**config.mk**
```make
export PLATFORM = sky130hd
export DESIGN_NAME = evrReceiver
export DESIGN_NICKNAME = d
export VERILOG_FILES = /design/src/rtl/evrLinkPkg.sv /design/src/rtl/evrTimePkg.sv /design/src/rtl/evrTimestampTracker.sv /design/src/rtl/evrActionMapper.sv /design/src/rtl/evrEventRecorder.sv /design/src/rtl/evrReceiver.sv
export SDC_FILE = /design/constraint.sdc
export NUM_CORES = 2
export LEC_CHECK = 0
export ABC_AREA = 1
export ABC_CLOCK_PERIOD_IN_PS = 3600
export BUFFER_PORTS_ARGS = -buffer_cell sky130_fd_sc_hd__buf_4
export CORE_UTILIZATION = 53
export DETAILED_ROUTE_END_ITERATION = 8
export MAX_ROUTING_LAYER = met4
export PLACE_DENSITY = 0.69
export REMOVE_ABC_BUFFERS = 1
export SLEW_MARGIN = 20
export SYNTH_ARGS = -nofsm -noshare
export SYNTH_HDL_FRONTEND = slang
export SYNTH_SLANG_ARGS = --single-unit
export TNS_END_PERCENT = 5
```
**constraint.sdc**
```tcl
create_clock -name evrRxClk -period 3.6 [get_ports evrRxClk]
set_clock_uncertainty 0.1 [all_clocks]
set_input_delay 0.72 -clock evrRxClk [delete_from_list [all_inputs] [get_ports evrRxClk]]
set_output_delay 0.72 -clock evrRxClk [all_outputs]
set_load 0.01 [all_outputs]
```
**src/rtl/evrLinkPkg.sv**
```systemverilog
/* Link-side definitions of the event receiver: receive word layout,
   event codes with a fixed meaning and the width of an action word */

package evrLinkPkg;

    // One byte of event code and one byte of distributed data per word
    typedef logic [7:0] evCodeT;
    typedef logic [7:0] dataByteT;

    // Receive word as delivered by the transceiver every evrRxClk cycle
    // charIsK[0] flags the event byte, charIsK[1] the data byte
    typedef struct packed {
        dataByteT   dataByte;
        evCodeT     evCode;
        logic [1:0] charIsK;
    } rxWordT;

    // Codes that carry the upcoming seconds value one bit at a time
    localparam evCodeT EV_SHIFT_ZERO = 8'h70;
    localparam evCodeT EV_SHIFT_ONE = 8'h71;

    // Once per second, applies the shifted-in value or advances the seconds
    localparam evCodeT EV_SECONDS_MARKER = 8'h7D;

    // Each event code maps to one action word in the lookup table
    localparam int ACTION_WIDTH = 8;
    typedef logic [ACTION_WIDTH-1:0] actionT;

    // Table index is the event code itself
    typedef logic [7:0] tableAddrT;

endpackage

```
**src/rtl/evrTimePkg.sv**
```systemverilog
/* Time-stamp definitions of the event receiver, shared by the tracker,
   the recorder and the top level */

package evrTimePkg;

    // Scaled down so that tick saturation is reachable in simulation
    localparam int SECONDS_WIDTH = 20;
    localparam int TICKS_WIDTH = 12;

    typedef logic [SECONDS_WIDTH-1:0] secondsT;
    typedef logic [TICKS_WIDTH-1:0] ticksT;

    // Seconds sit in the upper bits so the stamp compares as one number
    typedef struct packed {
        secondsT seconds;
        ticksT   ticks;
    } timestampT;

    // One recorded event: what the table said and when the event arrived
    // The stamp field is eventTime since time is a reserved word
    typedef struct packed {
        evrLinkPkg::actionT action;
        timestampT          eventTime;
    } eventRecordT;

endpackage

```
**src/rtl/evrTimestampTracker.sv**
```systemverilog
/* Time-stamp tracker. Collects the upcoming seconds from shift events,
   applies them on the seconds marker and counts ticks in between */

module evrTimestampTracker (
    input  logic                  evrRxClk,
    input  logic                  reset,
    input  evrLinkPkg::evCodeT    evCode,
    input  logic                  evCodeValid,
    output evrTimePkg::timestampT timestamp,
    output logic                  timestampValid,
    output logic                  ppsMarker
);
    import evrLinkPkg::*;
    import evrTimePkg::*;

    // Wide enough to count down from SECONDS_WIDTH-1 to zero
    typedef logic [$clog2(SECONDS_WIDTH)-1:0] bitCountT;

    // Upcoming seconds, shifted in most significant bit first
    secondsT  shiftReg;
    // Bits still missing before the shift register is full
    bitCountT bitsLeft;
    // Set by the last expected bit
    logic     enoughBits;
    // Set by any bit after the register was already full
    logic     tooManyBits;

    secondsT seconds;
    ticksT   ticks;

    logic isShift;
    logic isMarker;

    // Only data characters count as events
    assign isShift = evCodeValid
        && ((evCode == EV_SHIFT_ZERO) || (evCode == EV_SHIFT_ONE));
    assign isMarker = evCodeValid && (evCode == EV_SECONDS_MARKER);

    assign timestamp = '{seconds: seconds, ticks: ticks};

    //////////////////////////////
    // Seconds, ticks and validity
    //////////////////////////////

    always_ff @(posedge evrRxClk) begin
        if (reset) begin
            shiftReg <= '0;
            bitsLeft <= bitCountT'(SECONDS_WIDTH - 1);
            enoughBits <= 1'b0;
            tooManyBits <= 1'b0;
            seconds <= '0;
            ticks <= '0;
            timestampValid <= 1'b0;
            ppsMarker <= 1'b0;
        end else begin
            ppsMarker <= isMarker;
            if (isMarker) begin
                // A complete, exact set of bits replaces the seconds outright
                if (enoughBits && !tooManyBits) begin
                    seconds <= shiftReg;
                    timestampValid <= 1'b1;
                end else if (timestampValid) begin
                    // No usable value, so a valid stamp just moves on a second
                    seconds <= seconds + 1'b1;
                end
                // Start of a new second re-arms the bit collection
                ticks <= '0;
                bitsLeft <= bitCountT'(SECONDS_WIDTH - 1);
                enoughBits <= 1'b0;
                tooManyBits <= 1'b0;
            end else begin
                // Ticks stop at the top bit, the marker is overdue by then
                if (!ticks[TICKS_WIDTH-1]) begin
                    ticks <= ticks + 1'b1;
                end else begin
                    timestampValid <= 1'b0;
                end
                if (isShift) begin
                    // Code bit 0 tells a shift-one from a shift-zero
                    shiftReg <= {shiftReg[SECONDS_WIDTH-2:0], evCode[0]};
                    bitsLeft <= bitsLeft - 1'b1;
                    if (bitsLeft == '0) begin
                        enoughBits <= 1'b1;
                    end
                    if (enoughBits) begin
                        tooManyBits <= 1'b1;
                    end
                end
            end
        end
    end

    //////////////////////////////
    // Checks
    //////////////////////////////

    // Markers are a second apart on a real link
    ppsSinglePulse: assert property (
        @(posedge evrRxClk) disable iff (reset) ppsMarker |=> !ppsMarker);

    // Only a marker can make the stamp valid, never a tick or a shift
    validRisesOnMarker: assert property (
        @(posedge evrRxClk) disable iff (reset) $rose(timestampValid) |-> ppsMarker);

endmodule

```
**src/rtl/evrActionMapper.sv**
```systemverilog
/* Action mapper. Looks every event code up in a writable 256-entry table
   and presents the entry two cycles later, zero for K characters */

module evrActionMapper (
    input  logic                 evrRxClk,
    input  logic                 reset,
    input  evrLinkPkg::evCodeT   evCode,
    input  logic                 evCodeValid,
    input  logic                 tableWriteEnable,
    input  evrLinkPkg::tableAddrT tableAddress,
    input  evrLinkPkg::actionT   tableData,
    output evrLinkPkg::actionT   action
);
    import evrLinkPkg::*;

    // One action word per possible event code
    actionT actionTable [0:255];

    // First pipeline stage
    actionT tableQ;
    logic   tableQValid;

    //////////////////////////////
    // Table write port
    //////////////////////////////

    // A write lands at the edge, so only later words see the new entry
    always_ff @(posedge evrRxClk) begin
        if (tableWriteEnable) begin
            actionTable[tableAddress] <= tableData;
        end
    end

    //////////////////////////////
    // Lookup pipeline
    //////////////////////////////

    always_ff @(posedge evrRxClk) begin
        // The read itself is registered, a block RAM output stage
        tableQ <= actionTable[evCode];
        if (reset) begin
            tableQValid <= 1'b0;
            action <= '0;
        end else begin
            tableQValid <= evCodeValid;
            // K characters look something up too but must not act on it
            action <= tableQValid ? tableQ : '0;
        end
    end

    // Nothing may fire straight out of reset, whatever the table holds
    actionQuietAfterReset: assert property (
        @(posedge evrRxClk) $fell(reset) |=> (action == '0));

endmodule

```
**src/rtl/evrEventRecorder.sv**
```systemverilog
/* Event recorder. Pairs each non-zero action with the time stamp of its
   event and emits it as one record with a one-cycle strobe */

module evrEventRecorder (
    input  logic                    evrRxClk,
    input  logic                    reset,
    input  evrTimePkg::timestampT   timestamp,
    input  evrLinkPkg::actionT      action,
    output evrTimePkg::eventRecordT eventRecord,
    output logic                    recordStrobe
);
    import evrTimePkg::*;

    // The mapper is one cycle slower than the tracker
    // This copy lines the stamp up with the action of the same word
    timestampT timestampDly;

    always_ff @(posedge evrRxClk) begin
        timestampDly <= timestamp;
        // Record contents hold between events
        if (action != '0) begin
            eventRecord <= '{action: action, eventTime: timestampDly};
        end
        if (reset) begin
            recordStrobe <= 1'b0;
        end else begin
            recordStrobe <= (action != '0);
        end
    end

    //////////////////////////////
    // Checks
    //////////////////////////////

    // A strobe always comes with the record it announces
    strobeHasAction: assert property (
        @(posedge evrRxClk) disable iff (reset)
        recordStrobe |-> (eventRecord.action != '0));

endmodule

```
**src/rtl/evrReceiver.sv**
```systemverilog
/* Top level of the event receiver. Splits the receive word and connects
   the time-stamp tracker, the action mapper and the event recorder */

module evrReceiver (
    input  logic                    evrRxClk,
    input  logic                    reset,
    input  evrLinkPkg::rxWordT      rxWord,
    input  logic                    tableWriteEnable,
    input  evrLinkPkg::tableAddrT   tableAddress,
    input  evrLinkPkg::actionT      tableData,
    output evrTimePkg::timestampT   timestamp,
    output logic                    timestampValid,
    output logic                    ppsMarker,
    output evrLinkPkg::dataByteT    distributedDataBus,
    output evrLinkPkg::actionT      action,
    output evrTimePkg::eventRecordT eventRecord,
    output logic                    recordStrobe
);
    // The event byte is a real event only when it is not a K character
    logic evCodeValid;

    assign evCodeValid = !rxWord.charIsK[0];

    // Data byte passes through regardless of the K flags
    always_ff @(posedge evrRxClk) begin
        if (reset) begin
            distributedDataBus <= '0;
        end else begin
            distributedDataBus <= rxWord.dataByte;
        end
    end

    evrTimestampTracker u_evrTimestampTracker (
        .evrRxClk       (evrRxClk),
        .reset          (reset),
        .evCode         (rxWord.evCode),
        .evCodeValid    (evCodeValid),
        .timestamp      (timestamp),
        .timestampValid (timestampValid),
        .ppsMarker      (ppsMarker)
    );

    evrActionMapper u_evrActionMapper (
        .evrRxClk         (evrRxClk),
        .reset            (reset),
        .evCode           (rxWord.evCode),
        .evCodeValid      (evCodeValid),
        .tableWriteEnable (tableWriteEnable),
        .tableAddress     (tableAddress),
        .tableData        (tableData),
        .action           (action)
    );

    // Records take the tracker and mapper outputs as they leave the top
    evrEventRecorder u_evrEventRecorder (
        .evrRxClk     (evrRxClk),
        .reset        (reset),
        .timestamp    (timestamp),
        .action       (action),
        .eventRecord  (eventRecord),
        .recordStrobe (recordStrobe)
    );

endmodule

```
==> impl_metrics.tcl <==
set metrics [dict create \
    r2r-end "u_evrEventRecorder.eventRecord[16]" \
    dr.pass1.iters 9 \
    ys_async_sr_fraction 0 \
    die_h_um 417 \
    p_comb_frac 0.062 \
    r2r_slack_ns 1.51 \
    timing.final.max_slew_violations 0 \
    sw_frac_of_total 0.224 \
    period_share 0.677 \
    cts_resized 0 \
    crit_top_cell "nor2_1" \
    synth.area.top_cells "edfxtp_1 (69%), nand2_1 (12%), nand3_1 (3.5%)" \
    area_delta_synth_final_pct 13.8 \
    clock-sinks 2207 \
    p_total_mw 54.3 \
    routabilityCongestion 0.905 \
    yosysWarnings 0 \
    fmax_mhz 411 \
    nets 8752 \
    worstPathCellList "buf_4 > inv_1 > nor2_1 > inv_1 > nor2_1 > nand2_1 > nor2_1" \
    synth_top_cells_by_count "nand2_1 (2837), edfxtp_1 (2088), nor2_1 (845)" \
    vias 61800 \
    final-setup-viol-count 0 \
    setup_tns_ns 0 \
    design_area_um2 104000 \
    multi_input_area_um2 21000 \
    worst_slew_pin_slew_ns 1.01 \
    h-tree-depth 4 \
    drc 0 \
    overflow 0 \
    yosys.cell_count.top_type "nand2_1" \
    cts-root-buf "clkbuf_16" \
    clockBufferDepth 3 \
    crit_required_ns 3.98 \
    avgSynthCellArea_um2 10.9 \
    track_usage 0.284 \
    cts.clk_slew.worst_paths_ns 0.06 \
    antenna_found_initial 1 \
    synth_area_leader_cell "edfxtp_1" \
    critPathMaxFanout 8 \
    grt_max_degree 129 \
    peakVddDrop_uv 532 \
    p_leak_nw 40.4 \
    crit_slowest_cell "nor2_1" \
    hold_depth 3 \
    pwr_density_cell_nw_per_um2 523 \
    synth_seq_cells 2207 \
    routed_wl_um 241000 \
    io_pins 128 \
    final_antenna_net_count 0 \
    die_w_um 417 \
    path_class "in2reg" \
    dieArea_um2 174000 \
    worst_hold_path.endpoint "u_evrActionMapper.tableQ[4]" \
    startpoint_type "primary input" \
    end_kind "flip-flop" \
    r2r_cells 2 \
    synth.distinct_cells 41 \
    fin_crit_ns 2.44 \
    p_int_mw 42.1 \
    fin_util 0.610 \
    whs_ns 0.0794 \
    worstHoldStart "rxWord[9]" \
    dp_hpwl_um 143000 \
    rows 151 \
    p_clk_frac 0.418 \
    synth_top_area_share 0.688 \
    rsz0062_at_grt "no" \
    insertion_delay_ns 0.86 \
    hold_viol 0 \
    status "finished clean" \
    dpl_cell_area_um2 96500 \
    ff_latch_area_um2 65100 \
    cts_buffers 217 \
    synthCells 8390 \
    coreArea_um2 170000 \
    synth_area_um2 91200 \
    drive_gt1_frac 0.0997 \
    yosysSeqAreaShare 0.714 \
    synth_edf_count 2088 \
    vias_per_cell 5.56 \
    arrival_ns 2.81 \
    cts_tree "yes" \
    reg2reg_from "u_evrActionMapper.action[1]" \
    port_buffers 126 \
    slew_headroom 0.330 \
    synth_ff_type "edfxtp_1" \
    seq_power_share 0.521 \
    worstSetupStartpoint "tableAddress[0]" \
    grt_pass1_wl_um 361000 \
    critPathMaxStageDelay_ns 0.79 \
    grt_pass1_vias 59300 \
    hold_class "in2reg" \
    fillers 13100 \
    avgRoutedWirePerCell_um 21.7 \
    power.switching_mw 12.2 \
    first_iter_violations 7438 \
    maxCapViolations 0 \
    initial_utilization 0.536 \
]
==> power groups by stage <==
stage	clock [mW]	combinational, mW	sequential, mW
3_3_place_gp	0	3.24	28.8
3_5_place_dp	0	3.29	28.8
6_report	22.7	3.35	28.3
2_1_floorplan	0	1.51	28.8
5_1_grt	23.8	3.61	28.3
4_1_cts	22.9	3.32	28.3
==> metal layers <==
metal	global-route usage	part of all wire
met4	0.113	0.040
met1	0.374	0.40
met2	0.448	0.47
met5	-	0
met3	0.0422	0.091
==> area by class of cell <==
class	count	share of cell area
sequential	2207	0.627
multi-input combinational	5031	0.202
clock buffer	274	0.0570
timing repair buffer	553	0.0491
tap	2218	0.0267
inverter	702	0.0256
clock inverter	127	0.0122
antenna	2	0.0000482
==> worst max-delay path by stage <==
stage / endpoint
3_3_place_gp: u_evrActionMapper.tableQ[5]
6_report: u_evrActionMapper.actionTable[249][3]
5_1_grt: u_evrTimestampTracker.seconds[13]
4_1_cts: timestamp[23]
2_1_floorplan: u_evrActionMapper.tableQ[1]
3_5_place_dp: u_evrTimestampTracker.seconds[13]
==> cells by family after synthesis <==
group                    after synthesis  share of synthesized area
AND/OR/NAND/NOR                     4398                      0.192
adder cells (fa/ha/maj)                3                   0.000412
XOR/XNOR                              12                    0.00115
flip-flops                          2207                      0.714
buffers and inverters               1152                     0.0566
AO/OA/AOI/OAI                        618                     0.0361
==> critical path: cells and delay by family <==
family	cells	cell delay, ns
buffers and inverters	3	0.25
and+or+nand+nor	4	1.83
==> through the flow <==
stage	worst slack (ns)	instances
2_1_floorplan	-7.70	7940
3_3_place_gp	0.356	10700
3_5_place_dp	0.325	10700
4_1_cts	1.15	11100
5_1_grt	1.08	11100
6_report	1.16	11100
==> state kept, by name, summed over array words and instances, names as in the netlist <==
name                                  flops
u_evrActionMapper.actionTable          2048
u_evrEventRecorder.eventRecord           40
u_evrEventRecorder.timestampDly          32
u_evrTimestampTracker.seconds            20
u_evrTimestampTracker.shiftReg           20
u_evrTimestampTracker.ticks              12
distributedDataBus                        8
u_evrActionMapper.action                  8
u_evrActionMapper.tableQ                  8
u_evrTimestampTracker.bitsLeft            5
u_evrActionMapper.tableQValid             1
u_evrEventRecorder.recordStrobe           1
u_evrTimestampTracker.enoughBits          1
u_evrTimestampTracker.ppsMarker           1
u_evrTimestampTracker.timestampValid      1
u_evrTimestampTracker.tooManyBits         1
==> placed cells by master, fill, tap and decap left out, types with 38 or more instances in the layout <==
master / netlist / layout
nand2_1: 2837 / 2835
nor2_1: 845 / 844
o21ai_0: 209 / 209
a21oi_1: 279 / 279
dfxtp_1: 119 / 119
clkbuf_1: 112 / 41
nand4_1: 49 / 49
inv_1: 696 / 694
clkinv_2: 0 / 43
clkinv_1: 2 / 38
nand3_1: 641 / 641
clkbuf_16: 0 / 227
o211ai_1: 51 / 51
buf_4: 55 / 466
buf_12: 0 / 67
edfxtp_1: 2088 / 2088
o21ai_1: 50 / 50
==> repair_timing <==
item	CTS	global route
hold buffers	9	0
setup endpoints to repair	0	0
endpoints found under the hold margin	9	0
buffers inserted	0	0
Note: power is estimated with default switching activity, not from simulation.
